<file path="config.mk">
export PLATFORM = sky130hd
export DESIGN_NAME = lsu_req_ingress
export DESIGN_NICKNAME = d
export VERILOG_FILES = /design/src/design/lsu_pkg.sv /design/src/design/lsu_req_ingress.sv
export VERILOG_INCLUDE_DIRS = /design/src /design/src/design
export SDC_FILE = /design/constraint.sdc
export NUM_CORES = 1
export LEC_CHECK = 0
export ABC_AREA = 1
export BUFFER_PORTS_ARGS = -buffer_cell sky130_fd_sc_hd__buf_2
export CORE_MARGIN = 3
export CORE_UTILIZATION = 49
export DETAILED_ROUTE_END_ITERATION = 10
export GPL_TIMING_DRIVEN = 0
export HOLD_SLACK_MARGIN = 0.15
export PLACE_DENSITY_LB_ADDON = 0.25
export SLEW_MARGIN = 20
export SYNTH_ARGS = -nofsm -noshare
export SYNTH_HDL_FRONTEND = slang
export SYNTH_SLANG_ARGS = --single-unit
</file>
<file path="constraint.sdc">
create_clock -name i_clk -period 4 [get_ports i_clk]
set_input_delay 0.4 -clock i_clk [delete_from_list [all_inputs] [get_ports i_clk]]
set_output_delay 0.4 -clock i_clk [all_outputs]
set_load 0.02 [all_outputs]
</file>
<file path="src/design/lsu_settings.svh">
// lsu settings: sizing constants for the request queue, response path and data memory.
`ifndef LSU_SETTINGS_SVH
`define LSU_SETTINGS_SVH

// request queue entries, which is also the requester's credit count after reset.
`define LSU_REQ_DEPTH 4

// response queue entries, which bound the accesses issued and not yet sent.
`define LSU_RSP_QUEUE 4

// response credits held by the aligner after reset.
`define LSU_RSP_CREDITS 2

// width of the response credit counter.
`define LSU_RSP_CNT_W 16

// data memory size in 64-bit words, selected by address bits [10:3].
`define LSU_MEM_WORDS 256
`define LSU_MEM_IDX_W 8

`endif
</file>
<file path="src/design/lsu_pkg.sv">
// lsu package: access size and memory-operation code types shared by the lsu blocks.
package lsu_pkg;

  // access size, held in bits [2:1] of the operation code.
  typedef enum logic [1:0] {
    LSU_SIZE_BYTE   = 2'd0,
    LSU_SIZE_HALF   = 2'd1,
    LSU_SIZE_WORD   = 2'd2,
    LSU_SIZE_DOUBLE = 2'd3
  } lsu_size_e;

  // field view of the code. bit 0 selects zero extension on loads.
  typedef struct packed {
    lsu_size_e size;
    logic      is_unsigned;
  } lsu_memop_f_t;

  // the code is read as a raw value to spot the no-op,
  // and as fields for everything else.
  // 000 lb, 001 lbu, 010 lh, 011 lhu, 100 lw, 101 lwu, 110 ld, 111 no-op.
  typedef union packed {
    logic [2:0]   raw;
    lsu_memop_f_t f;
  } lsu_memop_u;

  localparam logic [2:0] LSU_OP_NOP = 3'b111;

endpackage

</file>
<file path="src/design/lsu_req_ingress.sv">
// lsu request ingress: queues requests under credit control and issues aligned accesses.
`timescale 1ns/1ps
`include "lsu_settings.svh"

module lsu_req_ingress (
  input  logic                      i_clk,
  input  logic                      i_rst,
  input  logic                      i_req_valid,
  input  logic                      i_req_write,
  input  logic [63:0]               i_req_addr,
  input  logic [63:0]               i_req_wdata,
  input  lsu_pkg::lsu_memop_u       i_req_op,
  input  logic                      i_iss_room,
  output logic                      o_req_credit,
  output logic                      o_mem_wr_en,
  output logic                      o_mem_rd_en,
  output logic [`LSU_MEM_IDX_W-1:0] o_mem_index,
  output logic [7:0]                o_mem_wmask,
  output logic [63:0]               o_mem_wdata,
  output logic                      o_iss_valid,
  output logic                      o_iss_write,
  output lsu_pkg::lsu_memop_u       o_iss_op,
  output logic [2:0]                o_iss_offset,
  output logic                      o_iss_err,
  output logic                      o_iss_kill
);
  import lsu_pkg::*;

  localparam int PTR_W = $clog2(`LSU_REQ_DEPTH);
  localparam int CNT_W = $clog2(`LSU_REQ_DEPTH + 1);

  logic             q_write [`LSU_REQ_DEPTH];
  logic [63:0]      q_addr  [`LSU_REQ_DEPTH];
  logic [63:0]      q_wdata [`LSU_REQ_DEPTH];
  lsu_memop_u       q_op    [`LSU_REQ_DEPTH];
  logic [PTR_W-1:0] wr_ptr;
  logic [PTR_W-1:0] rd_ptr;
  logic [CNT_W-1:0] count;
  logic [63:0]      head_addr;
  logic [2:0]       offset;
  logic             is_nop;
  logic             misaligned;
  logic [7:0]       base_mask;

  // the queue has no ready. the requester's credits keep it from overflowing.
  always_ff @(posedge i_clk) begin
    if (i_req_valid) begin
      q_write[wr_ptr] <= i_req_write;
      q_addr[wr_ptr]  <= i_req_addr;
      q_wdata[wr_ptr] <= i_req_wdata;
      q_op[wr_ptr]    <= i_req_op;
    end
  end

  always_ff @(posedge i_clk) begin
    if (!i_rst) begin
      wr_ptr       <= '0;
      rd_ptr       <= '0;
      count        <= '0;
      o_req_credit <= 1'b0;
    end else begin
      if (i_req_valid) begin
        wr_ptr <= (wr_ptr == PTR_W'(`LSU_REQ_DEPTH - 1)) ? '0 : wr_ptr + 1'b1;
      end
      if (o_iss_valid) begin
        rd_ptr <= (rd_ptr == PTR_W'(`LSU_REQ_DEPTH - 1)) ? '0 : rd_ptr + 1'b1;
      end
      case ({i_req_valid, o_iss_valid})
        2'b10:   count <= count + 1'b1;
        2'b01:   count <= count - 1'b1;
        default: count <= count;
      endcase
      // one credit goes back in the cycle after each dequeue.
      o_req_credit <= o_iss_valid;
    end
  end

  assign head_addr = q_addr[rd_ptr];
  assign offset    = head_addr[2:0];
  assign is_nop    = (q_op[rd_ptr].raw == LSU_OP_NOP);

  always_comb begin
    case (q_op[rd_ptr].f.size)
      LSU_SIZE_BYTE: begin
        misaligned = 1'b0;
        base_mask  = 8'h01;
      end
      LSU_SIZE_HALF: begin
        misaligned = offset[0];
        base_mask  = 8'h03;
      end
      LSU_SIZE_WORD: begin
        misaligned = (offset[1:0] != 2'b00);
        base_mask  = 8'h0f;
      end
      default: begin
        misaligned = (offset != 3'b000);
        base_mask  = 8'hff;
      end
    endcase
  end

  // the head issues as soon as the aligner has room for its response.
  assign o_iss_valid  = (count != '0) && i_iss_room;
  assign o_iss_write  = q_write[rd_ptr];
  assign o_iss_op     = q_op[rd_ptr];
  assign o_iss_offset = offset;
  assign o_iss_err    = misaligned && !is_nop;
  assign o_iss_kill   = misaligned || is_nop;

  // killed entries still issue, but never touch the memory.
  assign o_mem_wr_en  = o_iss_valid && !o_iss_kill && o_iss_write;
  assign o_mem_rd_en  = o_iss_valid && !o_iss_kill && !o_iss_write;
  assign o_mem_index  = head_addr[`LSU_MEM_IDX_W+2:3];
  assign o_mem_wmask  = base_mask << offset;
  assign o_mem_wdata  = q_wdata[rd_ptr] << {offset, 3'b000};

endmodule

</file>
==> flow_metrics.py <==
metrics = {
    "outcome": {
        "outcome": "completed",
    },
    "synth": {
        "async_flop_share_pct": 0,
        "synth_edf_count": 316,
        "yosys_warnings": 0,
        "syn_area_um2": 14550,
        "synth-seq-cells": 326,
        "synthCells": 1413,
        "synth-main-ff-cell": "edfxtp_1",
        "avgSynthCellArea_um2": 10.30,
        "yosysSeqAreaShare_pct": 66.60,
        "syn_nets": 1556,
        "yosys.cell_types.count": 34,
    },
    "sta": {
        "fin_crit_ns": 3.454,
        "fin_worst_skew_ns": 0.007451,
        "setup_slack_ns": 0.5459,
        "slew_headroom_pct": 49.80,
        "slew_violations": 0,
        "tightest_slew_ns": 0.7530,
        "tns_ns": 0,
        "timing.final.hold_violations": 0,
        "setup_viol": 0,
        "rsz0062_at_grt": "false",
        "timing.final.crit_share_pct": 86.35,
        "max_freq_mhz": 289.5,
    },
    "grt": {
        "grt_start_max_net_pins": 56,
        "antenna_found_initial": 0,
        "grt_pass1_vias": 10640,
        "grt_pass1_wl_um": 63340,
        "grt.overflow.total": 0,
        "grt.total_usage_pct": 26.88,
    },
    "final_layout": {
        "antenna_cells": 0,
        "drive_above_1_share_pct": 17.88,
        "seq_area_um2": 9689,
        "finalCoreUtilization_pct": 61.66,
        "fillCellCount": 2404,
        "multi_input_area_um2": 4074,
        "final_nets": 1851,
        "fin_cells": 2118,
        "syn_to_final_growth_pct": 22.96,
    },
    "clocking": {
        "cts_hold_buf": 79,
        "path_clk_slew_ns": 0.06,
        "clock_latency_ns": 0.52,
        "clockBufferDepth": 3,
        "numCtsBuffers": 35,
        "clockRootBuffer": "clkbuf_16",
        "clock-sinks": 326,
        "post-cts-setup-buffers": 0,
        "cts_tree": "built",
        "cts_htree_levels": 2,
        "ctsResizeCount": 0,
    },
    "power": {
        "power.density_nw_per_um2": 693.1,
        "ir_drop_uv": 339.6,
        "leakagePower_nw": 7.314,
    },
    "place": {
        "dp_hpwl_um": 29950,
        "dpl.cell_count": 1976,
        "gp_congestion": 0.9737,
        "portBuffers": 175,
        "preCtsSetupSlack_ns": 1.095,
    },
    "worst_setup_path": {
        "crit_path_frequent_cell": "nand2_1",
        "crit_slowest_cell": "clkbuf_1",
        "arrival_ns": 3.05,
        "cp_data_required_time_ns": 3.60,
        "crit_chain": "buf_4 -> clkinv_2 -> buf_4 -> clkbuf_1 -> o21ai_0 -> o22ai_1 -> nand2_1 -> nand2_1 -> nand3_1 -> nand2_1 -> buf_2",
        "crit_path_start_kind": "register",
        "worstReg2RegStart": "count[0]",
        "max_stage_delay_ns": 0.45,
        "path_buf_inv": 5,
        "crit_path_end_kind": "primary output",
        "worst-setup-path-type": "reg -> out",
        "crit_fanout": 10,
        "crit_family": "buffers and inverters",
    },
    "die": {
        "die_x_um": 178.3,
        "die_area_um2": 31790,
        "coreArea_um2": 29010,
        "ios": 229,
        "fp-row-count": 62,
        "start_util_pct": 50.15,
        "die_height_um": 178.3,
    },
    "worst_hold_path": {
        "hp-start": "i_iss_room",
        "hold_class": "in -> reg",
    },
    "route": {
        "routedWlPerCell_um": 20.48,
        "vias_per_cell": 5.427,
        "routed-via-count": 11490,
        "ant_nets": 0,
        "drc": 0,
        "initialDrtViolationCount": 1232,
        "drt_pass1_iterations": 5,
        "routed_wl_um": 43380,
    },
    "flow_run": {
        "drv_cap": 0,
    },
}
==> cell usage after synthesis, types with 6 or more instances <==
cell type	count	area, um2
a21oi_1	26	130.1
buf_1	8	30.03
buf_2	36	180.2
buf_4	14	105.1
buf_6	9	101.4
clkbuf_1	15	56.30
dfxtp_1	10	200.2
edfxtp_1	316	9489
ha_1	6	75.07
inv_1	69	259.0
inv_2	13	48.80
nand2_1	452	1697
nand3_1	119	595.6
nor2_1	116	435.4
nor3_1	9	45.04
o211ai_1	8	60.06
o21ai_0	77	385.4
o21ai_1	77	385.4
o22ai_1	16	100.1
==> cell families after synthesis <==
family	after synthesis	share of synthesized area [%]
buffers and inverters	165	5.401
adders and majority gates	7	0.6536
and+or+nand+nor	705	19.69
DFF	326	66.60
AOI/OAI and AO/OA	210	7.663
==> worst register-to-register path: stages, from the launching register on <==
cell,delay [ns]
dfxtp_1,0.36
o31ai_1,0.12
inv_1,0.20
ha_1,0.18
inv_1,0.07
fa_1,0.38
a21oi_1,0.14
o21ai_0,0.11
o21ai_0,0.16
a21oi_1,0.06
==> stage by stage <==
step | hold WS [ns] | area, um2 | total power [mW]
global route | 0.1881 | 17890 | 12.98
detailed placement | 0.4619 | 16040 | 9.303
finish | 0.1878 | 17890 | 12.40
CTS | 0.1766 | 17890 | 12.36
floorplan | 0.4388 | 14550 | 7.328
global placement | 0.4524 | 15910 | 9.266
==> layout by cell type, fill, tap and decap left out, drive strengths merged <==
master and n:
nand2 456, edfxtp 316, buf 246, o21ai 154
nand3 121, nor2 116, inv 85, dlygate4sd3 79
clkbuf 59, a21oi 26, o22ai 17, clkinv 15
dfxtp 10, nor3 10, o211ai 8, ha 6
bufinv 2, or2 1, a22oi 1, o21bai 1
o31ai 1, a32oi 1, nand4 1, o211a 1
fa 1
==> power breakdown <==
part,switching (mW),internal [mW],total (mW)
Sequential,0.0439,3.92,3.96
Combinational,3.91,1.51,5.42
Clock,1.27,1.75,3.02
Total,5.22,7.18,12.4
==> state kept, by name, indices dropped and copies added, names as in the netlist, named ones only <==
signal / cells
count: 3
q_op: 12
wr_ptr: 2
q_wdata: 256
q_write: 4
q_addr: 44
rd_ptr: 2
o_req_credit: 1
==> worst paths after layout <==
path	endpoint	slack, ns	depth (start not counted)
hold reg to reg	count[2]	0.47	2
hold / removal	o_req_credit	0.19	3
setup / recovery	o_mem_wdata[53]	0.55	11
setup reg to reg	count[2]	2.11	9
==> layout make-up <==
| type | instances | share of cell area, % |
|---|---|---|
| multi-input cells | 922 | 22.77 |
| clock buffers | 44 | 5.085 |
| flip-flops and latches | 326 | 54.16 |
| clock inverters | 19 | 0.8603 |
| plain buffers | 82 | 2.644 |
| repair buffers | 258 | 9.931 |
| inverters | 83 | 1.860 |
| well taps | 384 | 2.686 |
==> per-layer routing <==
| metal | global-route usage, % | share of wire [%] | vias up |
|---|---|---|---|
| li1 | - | - | 5424 |
| met1 | 38.48 | 42 | 5369 |
| met2 | 42.09 | 45 | 618 |
| met3 | 4.725 | 9.1 | 83 |
| met4 | 8.734 | 3.1 | 0 |
| met5 | 0 | 0 | - |
Power figures use the tool's default switching activity.
