--- src/design/lsu_settings.svh ---
// lsu settings: sizing constants for the request queue, response path and data memory.
`ifndef LSU_SETTINGS_SVH
`define LSU_SETTINGS_SVH

// request queue entries, which is also the requester's credit count after reset.
`define LSU_REQ_DEPTH 4

// response queue entries, which bound the accesses issued and not yet sent.
`define LSU_RSP_QUEUE 4

// response credits held by the aligner after reset.
`define LSU_RSP_CREDITS 2

// width of the response credit counter.
`define LSU_RSP_CNT_W 16

// data memory size in 64-bit words, selected by address bits [10:3].
`define LSU_MEM_WORDS 256
`define LSU_MEM_IDX_W 8

`endif
--- src/design/lsu_pkg.sv ---
// lsu package: access size and memory-operation code types shared by the lsu blocks.
package lsu_pkg;

  // access size, held in bits [2:1] of the operation code.
  typedef enum logic [1:0] {
    LSU_SIZE_BYTE   = 2'd0,
    LSU_SIZE_HALF   = 2'd1,
    LSU_SIZE_WORD   = 2'd2,
    LSU_SIZE_DOUBLE = 2'd3
  } lsu_size_e;

  // field view of the code. bit 0 selects zero extension on loads.
  typedef struct packed {
    lsu_size_e size;
    logic      is_unsigned;
  } lsu_memop_f_t;

  // the code is read as a raw value to spot the no-op,
  // and as fields for everything else.
  // 000 lb, 001 lbu, 010 lh, 011 lhu, 100 lw, 101 lwu, 110 ld, 111 no-op.
  typedef union packed {
    logic [2:0]   raw;
    lsu_memop_f_t f;
  } lsu_memop_u;

  localparam logic [2:0] LSU_OP_NOP = 3'b111;

endpackage

--- src/design/lsu_load_align.sv ---
// lsu load aligner: extends read data, queues responses and sends them under response credits.
`timescale 1ns/1ps
`include "lsu_settings.svh"

module lsu_load_align (
  input  logic                i_clk,
  input  logic                i_rst,
  input  logic                i_iss_valid,
  input  logic                i_iss_write,
  input  lsu_pkg::lsu_memop_u i_iss_op,
  input  logic [2:0]          i_iss_offset,
  input  logic                i_iss_err,
  input  logic                i_iss_kill,
  input  logic [63:0]         i_rd_word,
  input  logic                i_rsp_credit,
  output logic                o_iss_room,
  output logic                o_rsp_valid,
  output logic [63:0]         o_rsp_data,
  output logic                o_rsp_err,
  output logic                o_rsp_write
);
  import lsu_pkg::*;

  localparam int PTR_W = $clog2(`LSU_RSP_QUEUE);
  localparam int CNT_W = $clog2(`LSU_RSP_QUEUE + 1);

  logic                     sb_valid;
  logic                     sb_write;
  lsu_memop_u               sb_op;
  logic [2:0]               sb_offset;
  logic                     sb_err;
  logic                     sb_kill;
  logic [63:0]              shifted;
  logic                     sign;
  logic [63:0]              extended;
  logic [63:0]              rsp_data;
  logic [63:0]              rq_data  [`LSU_RSP_QUEUE];
  logic                     rq_err   [`LSU_RSP_QUEUE];
  logic                     rq_write [`LSU_RSP_QUEUE];
  logic [PTR_W-1:0]         wr_ptr;
  logic [PTR_W-1:0]         rd_ptr;
  logic [CNT_W-1:0]         count;
  logic [`LSU_RSP_CNT_W-1:0] credits;
  logic                     pop;

  // the side-band waits one cycle here, as the memory does for the read word.
  always_ff @(posedge i_clk) begin
    if (!i_rst) begin
      sb_valid <= 1'b0;
    end else begin
      sb_valid <= i_iss_valid;
    end
  end

  always_ff @(posedge i_clk) begin
    if (i_iss_valid) begin
      sb_write  <= i_iss_write;
      sb_op     <= i_iss_op;
      sb_offset <= i_iss_offset;
      sb_err    <= i_iss_err;
      sb_kill   <= i_iss_kill;
    end
  end

  always_comb begin
    shifted = i_rd_word >> {sb_offset, 3'b000};
    case (sb_op.f.size)
      LSU_SIZE_BYTE: begin
        sign     = shifted[7] & ~sb_op.f.is_unsigned;
        extended = {{56{sign}}, shifted[7:0]};
      end
      LSU_SIZE_HALF: begin
        sign     = shifted[15] & ~sb_op.f.is_unsigned;
        extended = {{48{sign}}, shifted[15:0]};
      end
      LSU_SIZE_WORD: begin
        sign     = shifted[31] & ~sb_op.f.is_unsigned;
        extended = {{32{sign}}, shifted[31:0]};
      end
      default: begin
        sign     = 1'b0;
        extended = shifted;
      end
    endcase
  end

  // stores, no-ops and errors return zero data.
  assign rsp_data = (sb_write || sb_kill) ? 64'h0 : extended;

  always_ff @(posedge i_clk) begin
    if (sb_valid) begin
      rq_data[wr_ptr]  <= rsp_data;
      rq_err[wr_ptr]   <= sb_err;
      rq_write[wr_ptr] <= sb_write;
    end
  end

  assign pop = (count != '0) && (credits != '0);

  // an access in flight already owns a queue slot.
  assign o_iss_room = (32'(count) + 32'(sb_valid)) < `LSU_RSP_QUEUE;

  always_ff @(posedge i_clk) begin
    if (!i_rst) begin
      wr_ptr      <= '0;
      rd_ptr      <= '0;
      count       <= '0;
      credits     <= `LSU_RSP_CNT_W'(`LSU_RSP_CREDITS);
      o_rsp_valid <= 1'b0;
    end else begin
      if (sb_valid) begin
        wr_ptr <= (wr_ptr == PTR_W'(`LSU_RSP_QUEUE - 1)) ? '0 : wr_ptr + 1'b1;
      end
      if (pop) begin
        rd_ptr <= (rd_ptr == PTR_W'(`LSU_RSP_QUEUE - 1)) ? '0 : rd_ptr + 1'b1;
      end
      case ({sb_valid, pop})
        2'b10:   count <= count + 1'b1;
        2'b01:   count <= count - 1'b1;
        default: count <= count;
      endcase
      case ({i_rsp_credit, pop})
        2'b10:   credits <= credits + 1'b1;
        2'b01:   credits <= credits - 1'b1;
        default: credits <= credits;
      endcase
      o_rsp_valid <= pop;
    end
  end

  // response payload is only meaningful while o_rsp_valid is high.
  always_ff @(posedge i_clk) begin
    if (pop) begin
      o_rsp_data  <= rq_data[rd_ptr];
      o_rsp_err   <= rq_err[rd_ptr];
      o_rsp_write <= rq_write[rd_ptr];
    end
  end

endmodule

--- config.mk ---
export PLATFORM = sky130hd
export DESIGN_NAME = lsu_load_align
export DESIGN_NICKNAME = d
export VERILOG_FILES = /design/src/design/lsu_pkg.sv /design/src/design/lsu_load_align.sv
export VERILOG_INCLUDE_DIRS = /design/src /design/src/design
export SDC_FILE = /design/constraint.sdc
export NUM_CORES = 1
export LEC_CHECK = 0
export ABC_AREA = 1
export BUFFER_PORTS_ARGS = -buffer_cell sky130_fd_sc_hd__buf_2
export CORE_MARGIN = 1
export CORE_UTILIZATION = 50
export CTS_CLUSTER_DIAMETER = 80
export CTS_CLUSTER_SIZE = 14
export DETAILED_ROUTE_END_ITERATION = 8
export PLACE_DENSITY = 0.77
export SYNTH_ARGS = -nofsm -noshare
export SYNTH_HDL_FRONTEND = slang
export SYNTH_SLANG_ARGS = --single-unit
--- constraint.sdc ---
create_clock -name i_clk -period 9.4 [get_ports i_clk]
set_input_delay 0.47 -clock i_clk [delete_from_list [all_inputs] [get_ports i_clk]]
set_output_delay 0.47 -clock i_clk [all_outputs]
set_load 0.05 [all_outputs]
==> impl_metrics.toml, run 1 <==
[status]
status = "completed"

[yosys]
synth_mux_area_share_pct = 0.305
synthArstFlopShare_pct = 0
synth_top_family_by_area = "simple AND/OR/NAND/NOR gates"
mappedNetlistNets = 1664
synth_xor_area_share_pct = 0.428
synth_area_per_cell_um2 = 10.5
seq_area_frac_synth_pct = 65.2
synthSimpleGateAreaFrac_pct = 14.0
synthFlopType = "edfxtp_1"
synth_edf_count = 339
netlist_area_mm2 = 0.0164
synth-compound-area-share_pct = 12.5
syn-instance-count = 1564
synth_fa_ha_area_share_pct = 1.85
yosysWarnings = 0
ys_types = 37
ys_ff_latch = 364

[worst_setup_path]
timing.critical_path.arrival_ns = 3.82
setup.worst_path.class = "reg2reg"
cp.required_ns = 9.63
crit_family = "buffers and inverters"
path_max_fanout = 66
critPathCaptureType = "flip-flop"
path_cells = "buf_4, inv_2, nand3_1, nand3_2, nand2_2, nand2_4, nand2_4, o21bai_4, nor2_1"
slowest_delay_ns = 0.83
ff2ff_setup_slack_ns = 5.81
setup.worst_path.start_class = "flip-flop"
path_common_cell = "nand2_4"
cpMaxStageDelayCell = "o21bai_4"
crit_buf_inv = 2

[die]
die_area_mm2 = 0.0335
fp.coreArea_mm2 = 0.0319
fp-row-count = 65
initial_utilization_pct = 51.4
die_h_um = 183
die_w_um = 183
pin_count = 145

[cts]
cts_tree = "built"
cts_made_buffers = 30
clockBufferDepth = 3
cts_setup_buffers = 0
htreeDepth = 1
cts-root-buf = "clkbuf_16"
cts_resized = 0
clk_latency_ns = 0.56
clock-sinks = 364
ctsHoldBuffers = 0
clk_pin_slew_ns = 0.07

[route]
routedWlPerCell_um = 18.9
drc_errors = 0
dr.first_iter.drc_count = 1311
drt.antenna.violating_nets = 0
wl_met1_mm = 17.0
vias = 11800
viasPerCell = 5.62
dr.pass1.iters = 6
top_layer = "met5"
wl_met3_mm = 3.28
dr_wl_met2_mm = 18.3
wl_mm = 39.8

[grt]
grt_pass1_vias = 11100
grt_use_total_pct = 23.7
grt_start_max_net_pins = 107
grt.overflow.total = 0
grt_pass1_wl_mm = 60.7
antenna_found_initial = 3

[timing]
finalSetupViolCount = 0
finalCritPeriodShare_pct = 38.2
hold_viol = 0
grt_setup_unrepaired = "no"
clock_skew_ns = 0.0179
final-max-slew-violation-count = 0
min_period_ns = 3.59
worst-slew-pin-transition_ns = 1.09
final.setup.tns_ns = 0
clock.fmax_mhz = 278
holdWs_ns = 0.0828
relSlewSlack_pct = 27.5

[layout]
fin_nets = 1761
antenna_cells = 0
drive_above_1_share_pct = 14.0
area_growth_pct = 11.1
fin_util_pct = 57.1

[pwr]
design_power_total_mw = 5.49
peakVddDrop_uv = 218
p_per_area_mw_per_mm2 = 301
power.leakage_nw = 7.36

[placed_design]
port_buffers = 144
place_hpwl_mm = 25.5
place.gp.congestion = 0.940

[worst_hold_path]
holdCritPathClass = "in2reg"

[run]
maxCapViolations = 0
==> flip-flops by register name (all words and copies together), names as in the netlist <==
name and cells:
o_rsp_valid 1, sb_offset 3, rq_data 256, o_rsp_data 64
wr_ptr 2, sb_valid 1, rq_err 4, sb_kill 1
o_rsp_write 1, credits 16, sb_op 3, o_rsp_err 1
rd_ptr 2, rq_write 4, sb_err 1, count 3
sb_write 1
==> path summary, 6_finish.rpt <==
check	from	endpoint	cells past startpoint
worst max-delay path	sb_offset[1]	rq_data[1][32]	9
worst min-delay path	i_iss_op[1]	sb_op[1]	1
worst max register to register	sb_offset[1]	rq_data[1][32]	9
worst min register to register	count[2]	count[2]	2
==> placed cells by master, fill, tap and decap left out, types with 2 or more instances in the layout <==
master and instances:
edfxtp_1 339, nand2_1 275, o21ai_0 213, nor2_1 194, buf_2 144, inv_1 122, a21oi_1 67, o22ai_1 66
nand3_1 51, clkbuf_16 31, dfxtp_1 23, ha_1 21, o211ai_1 20, or2_2 15, buf_4 14, nor2_2 10
clkbuf_1 10, xor2_1 7, inv_2 6, nor3_1 6, mux2i_1 5, o21ai_1 3, o31ai_1 3, nand3_2 2
nand2_2 2, or2_1 2, nand2_4 2, and2_1 2, nand4_1 2, a31oi_1 2, fa_1 2, bufinv_16 2
==> routing by layer <==
| layer | vias up | track usage (%) |
|---|---|---|
| li1 | 5607 | - |
| met1 | 5631 | 33.2 |
| met2 | 526 | 37.1 |
| met3 | 74 | 4.63 |
| met4 | 4 | 8.20 |
| met5 | - | 0 |
==> stage by stage <==
stage,cells,setup slack [ns],instance area [um2]
after global placement,2064,5.99,17300
after detailed placement,2064,5.91,17300
after CTS,2108,5.89,18200
after floorplan,1564,5.45,16400
final,2108,5.81,18200
after global routing,2108,5.59,18200
==> Yosys cell counts (14+ instances only) <==
library cell,n,area [um2]
ha_1,21,263
o22ai_1,66,413
edfxtp_1,339,10200
dfxtp_1,25,500
nor2_1,194,728
inv_1,129,484
clkbuf_1,63,236
nand3_1,51,255
or2_2,15,93.8
buf_2,14,70.1
o211ai_1,20,150
o21ai_0,213,1070
a21oi_1,67,335
nand2_1,275,1030
==> layout make-up <==
class | instances | area, um2
multi-input combinational | 976 | 4770
fill | 2697 | 13700
inverter | 131 | 495
timing repair buffer | 158 | 826
tap | 435 | 544
clock inverter | 3 | 68.8
clock buffer | 41 | 813
sequential | 364 | 10700
==> cells by family after synthesis <==
group,Yosys count
adder cells (fa/ha/maj),23
multiplexers,5
XOR/XNOR,8
flip-flops,364
AND/OR/NAND/NOR,563
buffers and inverters,224
AO/OA/AOI/OAI,377
==> power by group <==
part	internal (mW)	total [mW]	switching [mW]	leakage (nW)
logic	0.503	2.08	1.58	3.53
clock network	0.650	1.18	0.529	0.426
registers	2.13	2.22	0.0984	3.40
total	3.28	5.49	2.21	7.36
Note: power is estimated with default switching activity, not from simulation.
==> inputs of run 2 (changes only) <==
--- a/config.mk
+++ b/config.mk
@@ -6,14 +6,14 @@
 export SDC_FILE = /design/constraint.sdc
 export NUM_CORES = 1
 export LEC_CHECK = 0
-export ABC_AREA = 1
+export ABC_AREA = 0
 export BUFFER_PORTS_ARGS = -buffer_cell sky130_fd_sc_hd__buf_2
 export CORE_MARGIN = 1
 export CORE_UTILIZATION = 50
 export CTS_CLUSTER_DIAMETER = 80
 export CTS_CLUSTER_SIZE = 14
 export DETAILED_ROUTE_END_ITERATION = 8
-export PLACE_DENSITY = 0.77
+export PLACE_DENSITY = 0.8
 export SYNTH_ARGS = -nofsm -noshare
 export SYNTH_HDL_FRONTEND = slang
 export SYNTH_SLANG_ARGS = --single-unit
==> constraint.sdc (replaced) <==
create_clock -name i_clk -period 3 [get_ports i_clk]
set_input_delay 0.15 -clock i_clk [delete_from_list [all_inputs] [get_ports i_clk]]
set_output_delay 0.15 -clock i_clk [all_outputs]
set_load 0.05 [all_outputs]
==> impl_metrics.toml, run 2 <==
[cts]
cts_tree = "built"
clk_pin_slew_ns = 0.07
cts-root-buf = "clkbuf_16"
htreeDepth = 1
clockBufferDepth = 3
cts_setup_buffers = 0
cts_made_buffers = 30
clock-sinks = 364
clk_latency_ns = 0.56

[yosys]
mappedNetlistNets = 1111
ys_ff_latch = 364
seq_area_frac_synth_pct = 67.1
synth_top_area_share_pct = 64.0
syn-instance-count = 1011
synth_top_cell_by_area = "edfxtp_1"
yosysWarnings = 0
synthMostInstantiatedCell = "edfxtp_1"
netlist_area_mm2 = 0.0159
synth_edf_count = 339
synthArstFlopShare_pct = 0
synth.area.top_cells = "edfxtp_1, mux4_2, mux2i_1"
synthFlopType = "edfxtp_1"
synth_area_per_cell_um2 = 15.7
ys_types = 50
synth_common_cells = "edfxtp_1, nand2_1, mux4_2, a21oi_1, mux2i_1"

[pwr]
p_seq_share_pct = 43.1
p_sw_mw = 5.77
p_int_mw = 10.2
design_power_total_mw = 15.9
clockPowerShare_pct = 22.3
comb_power_share_pct = 34.6
p_per_area_mw_per_mm2 = 871
swShare_pct = 36.2
peakVddDrop_uv = 525
power.leakage_nw = 6.25

[worst_setup_path]
path_common_cell = "mux2i_1"
critPathCaptureType = "flip-flop"
setup.worst_path.start_class = "flip-flop"
regToRegStartpoint = "credits[4]"
path_cells = "nor4_4, nand4_1, o31a_4, ha_4, ha_1, a21oi_2, o22ai_1, a41o_1, a31oi_2, mux2i_1, mux2i_1"
crit_path_start = "credits[4]"
setup.worst_path.class = "reg2reg"
ff2ff_path_depth = 11
timing.critical_path.arrival_ns = 3.39
cpMaxStageDelayCell = "dfxtp_1"
slowest_delay_ns = 0.35
cp.required_ns = 3.48
path_max_fanout = 17

[grt]
grt_pass1_wl_mm = 53.6
grt_use_total_pct = 21.4
antenna_found_initial = 1
grt_start_max_net_pins = 83
grt_pass1_vias = 9271
grt.overflow.total = 0

[timing]
worst-slew-pin-transition_ns = 0.744
clock.fmax_mhz = 345
finalCritPeriodShare_pct = 96.8
final-max-slew-violation-count = 0
finalSetupViolCount = 0
relSlewSlack_pct = 50.2
min_period_ns = 2.90
grt_setup_unrepaired = "yes"
hold_viol = 0
clock_skew_ns = 0.0156

[route]
viasPerCell = 5.99
drc_errors = 0
drt.antenna.violating_nets = 0
dr.pass1.iters = 5
routedWlPerCell_um = 22.4
wl_mm = 35.3
dr.first_iter.drc_count = 1018
vias = 9446

[worst_hold_path]
whs_path_depth = 2
holdCritPathClass = "in2reg"
holdCritStartpoint = "i_rst"

[layout]
largest_reg_flops = 256
largest_register = "rq_data"
layout_commonest_cell = "edfxtp_1"
fill_cells = 2312
final_cell_area_mm2 = 0.0183
drive_above_1_share_pct = 30.6
fin_nets = 1266
area_growth_pct = 14.8
final_cell_mix = "edfxtp_1, buf_2, nand2_1, mux4_2, mux2i_1"
largestRegisters = "rq_data x256, o_rsp_data x64, credits x16"

[die]
fp-row-count = 64
fp.coreArea_mm2 = 0.0309
die_area_mm2 = 0.0325
die_w_um = 180
pin_count = 145
die_h_um = 180
initial_utilization_pct = 51.5

[placed_design]
place.gp.congestion = 0.872
port_buffers = 144
dpl-instance-area_mm2 = 0.0172
place_hpwl_mm = 22.5

[status]
status = "completed"

[run]
maxCapViolations = 0
run 2: changes by cell type in the layout (fill, tap and decap cells not counted), moves of 18 or more:
cell     change
a21oi_2     +35
inv_1      -102
mux2_2      +18
mux2i_1     +58
mux4_2      +68
nand2_1    -199
nand3_1     -35
nor2_1     -159
o21ai_0    -170
o22ai_1     -65
run 2: power by group through the flow:
stage	Combinational [mW]	Clock, mW	Sequential [mW]
floorplan	2.43	0	8.56
global placement	5.33	0	6.97
detailed placement	5.42	0	6.97
CTS	5.47	3.62	6.87
global route	5.84	3.78	6.96
finish	5.50	3.55	6.87
run 2: final timing paths:
path / slack, ns / to
setup / recovery: 0.1 / credits[15]
hold / removal: 0.04 / credits[1]
setup reg to reg: 0.1 / credits[15]
hold reg to reg: 0.51 / credits[15]
run 2: layout make-up:
type                            instances  area [um2]  area share, %
Antenna cell                            2        5.00         0.0274
Clock buffer                           42         817           4.47
Clock inverter                          2        17.5         0.0959
Inverter                               21        83.8          0.459
Multi-Input combinational cell        564        4990           27.3
Sequential cell                       364       10700           58.5
Tap cell                              396         495           2.71
Timing Repair Buffer                  185        1170           6.42
run 2: metal layers:
metal  up-vias  wire [um]  global-route usage (%)
met5         -          0                       0
met4         0       1120                    6.97
met2       415      16800                    34.6
met3        73       2660                    4.35
met1      4736      14700                    29.3
li1       4222          -                       -
run 2: kinds of logic (layout without fill, tap and decap cells):
| kind of cell | Yosys count | in the layout | synth area share (%) |
|---|---|---|---|
| and+or+nand+nor | 201 | 201 | 6.05 |
| DFF | 364 | 364 | 67.1 |
| adders and majority gates | 23 | 23 | 1.90 |
| AOI/OAI and AO/OA | 180 | 180 | 7.10 |
| xor gates and xnor gates | 11 | 11 | 0.606 |
| muxes | 149 | 149 | 14.9 |
| buffers and inverters | 83 | 250 | 2.35 |
| other | 0 | 2 | 0 |
run 2: per-stage QoR:
| step | util (%) | cells | setup WS, ns | setup TNS (ns) | hold slack [ns] |
|---|---|---|---|---|---|
| after floorplan | - | 1011 | 0.00632 | 0 | 0.249 |
| after global placement | 55.8 | 1520 | 0.0103 | 0 | 0.327 |
| after detailed placement | 55.8 | 1520 | -0.107 | -0.232 | 0.328 |
| after CTS | 58.9 | 1574 | 0.00889 | 0 | 0.0128 |
| after global routing | 59.1 | 1574 | -0.0537 | -0.131 | 0.0488 |
| final | 59.1 | 1576 | 0.0974 | 0 | 0.0368 |
run 2: repair_timing:
item,CTS,global route
cloned,0,0
pin swaps,0,1
endpoints found under the setup margin,25,7
hold endpoints to repair,19,0
hold buffers,10,0
gates resized for setup,7,17
run 2: critical path, delay by kind of cell, from the launching register on:
kind,cells,cell delay [ns]
AOI/OAI and AO/OA,5,0.97
adders and majority gates,2,0.60
and+or+nand+nor,2,0.49
muxes,2,0.44
DFF,1,0.35
==> inputs of run 3 (changes only) <==
--- a/config.mk
+++ b/config.mk
@@ -10,6 +10,7 @@
 export BUFFER_PORTS_ARGS = -buffer_cell sky130_fd_sc_hd__buf_2
 export CORE_MARGIN = 1
 export CORE_UTILIZATION = 50
+export CTS_BUF_LIST = sky130_fd_sc_hd__clkbuf_16
 export CTS_CLUSTER_DIAMETER = 80
 export CTS_CLUSTER_SIZE = 14
 export DETAILED_ROUTE_END_ITERATION = 8
==> impl_metrics.toml, run 3 (same netlist as run 2, synthesis figures left out) <==
[die]
die_area_mm2 = 0.0325
die_w_um = 180
fp.coreArea_mm2 = 0.0309
pin_count = 145
fp-row-count = 64
initial_utilization_pct = 51.5
die_h_um = 180

[layout]
area_growth_pct = 14.8
multiInputGateArea_mm2 = 0.00499
final_cell_mix = "edfxtp_1, buf_2, nand2_1, mux4_2, mux2i_1"
layout_commonest_cell = "edfxtp_1"
stdcell_count = 1575
largest_reg_flops = 256
largest_register = "rq_data"
drive_above_1_share_pct = 30.6
final-seq-area_mm2 = 0.0107
largestRegisters = "rq_data x256, o_rsp_data x64, credits x16"
fin_nets = 1266
fill_cells = 2312

[grt]
antenna_found_initial = 1
grt.overflow.total = 0
grt_start_max_net_pins = 83
grt_pass1_wl_mm = 53.6
grt_use_total_pct = 21.4
grt_pass1_vias = 9271

[placed_design]
place.gp.congestion = 0.872
place_inst = 1520
place_hpwl_mm = 22.5
port_buffers = 144
dp_slack_ns = -0.107

[timing]
worst-slew-pin-transition_ns = 0.777
hold_viol = 0
min_period_ns = 2.90
clock_skew_ns = 0.0150
relSlewSlack_pct = 48.0
worst_slack_ns = 0.100
finalSetupViolCount = 0
finalCritPeriodShare_pct = 96.7
final.setup.tns_ns = 0
final-max-slew-violation-count = 0
clock.fmax_mhz = 345
grt_setup_unrepaired = "yes"

[cts]
clock-sinks = 364
clk_latency_ns = 0.56
clockBufferDepth = 3
cts_made_buffers = 30
cts_tree = "built"
cts_setup_buffers = 0
clk_pin_slew_ns = 0.07
htreeDepth = 1
cts-root-buf = "clkbuf_16"

[route]
drt.antenna.violating_nets = 0
routedWlPerCell_um = 22.4
drc_errors = 0
dr.first_iter.drc_count = 1067
dr.pass1.iters = 5
vias = 9455
wl_mm = 35.3
viasPerCell = 6.00

[worst_setup_path]
setup.worst_path.start_class = "flip-flop"
cp.required_ns = 3.49
setup.worst_path.class = "reg2reg"
path_max_fanout = 17
timing.critical_path.arrival_ns = 3.39
critPathCaptureType = "flip-flop"

[pwr]
power.leakage_nw = 6.30
peakVddDrop_uv = 525
p_per_area_mw_per_mm2 = 870

[run]
maxCapViolations = 0

[status]
status = "completed"

[worst_hold_path]
holdCritPathClass = "in2reg"
[run 3: per-layer routing]
| layer | track usage (%) | share of wire [%] | up-vias | wire (um) |
|---|---|---|---|---|
| met4 | 6.97 | 3.1 | 0 | 1110 |
| met2 | 34.6 | 48 | 403 | 16900 |
| li1 | - | - | 4220 | - |
| met5 | 0 | 0 | - | 0 |
| met3 | 4.35 | 7.6 | 71 | 2670 |
| met1 | 29.3 | 41 | 4761 | 14600 |
[run 3: worst paths after layout]
| path | startpoint | endpoint | slack (ns) | cells after the start |
|---|---|---|---|---|
| hold / removal | i_rst | credits[1] | 0.04 | 2 |
| setup reg to reg | credits[4] | credits[15] | 0.10 | 11 |
| setup / recovery | credits[4] | credits[15] | 0.10 | 11 |
| hold reg to reg | credits[15] | credits[15] | 0.51 | 2 |
[run 3: cell type report]
class,instances,share of cell area [%]
clock inverter,13,0.322
sequential,364,58.5
tap,396,2.71
clock buffer,31,4.25
inverter,21,0.459
timing repair buffer,185,6.42
multi-input combinational,564,27.3
antenna,1,0.0137
[run 3: repair_timing]
action / CTS / global route
pin swaps: 0 / 1
endpoints found under the setup margin: 25 / 7
hold buffers: 10 / 0
gates resized for setup: 7 / 17
hold endpoints to repair: 19 / 0
[run 3: worst max-delay path, cell delays in order, from the launching register on]
cell	delay, ns
dfxtp_1	0.35
nor4_4	0.32
nand4_1	0.17
o31a_4	0.16
ha_4	0.25
ha_1	0.35
a21oi_2	0.21
o22ai_1	0.12
a41o_1	0.29
a31oi_2	0.19
mux2i_1	0.24
mux2i_1	0.20
[run 3: through the flow]
step | util, % | area [um2] | hold slack, ns | power [mW]
6_report | 59.1 | 18300 | 0.0356 | 15.9
5_1_grt | 59.1 | 18300 | 0.0488 | 16.5
3_5_place_dp | 55.8 | 17200 | 0.328 | 12.4
2_1_floorplan | - | 16000 | 0.249 | 11.0
3_3_place_gp | 55.8 | 17200 | 0.327 | 12.3
4_1_cts | 58.9 | 18200 | 0.0128 | 15.9
[run 3: report_power, final]
part | switching, mW | leakage [nW] | total [mW] | internal, mW
Combinational | 3.73 | 2.53 | 5.50 | 1.77
Clock | 1.68 | 0.449 | 3.52 | 1.84
Sequential | 0.360 | 3.32 | 6.87 | 6.51
Total | 5.78 | 6.30 | 15.9 | 10.1
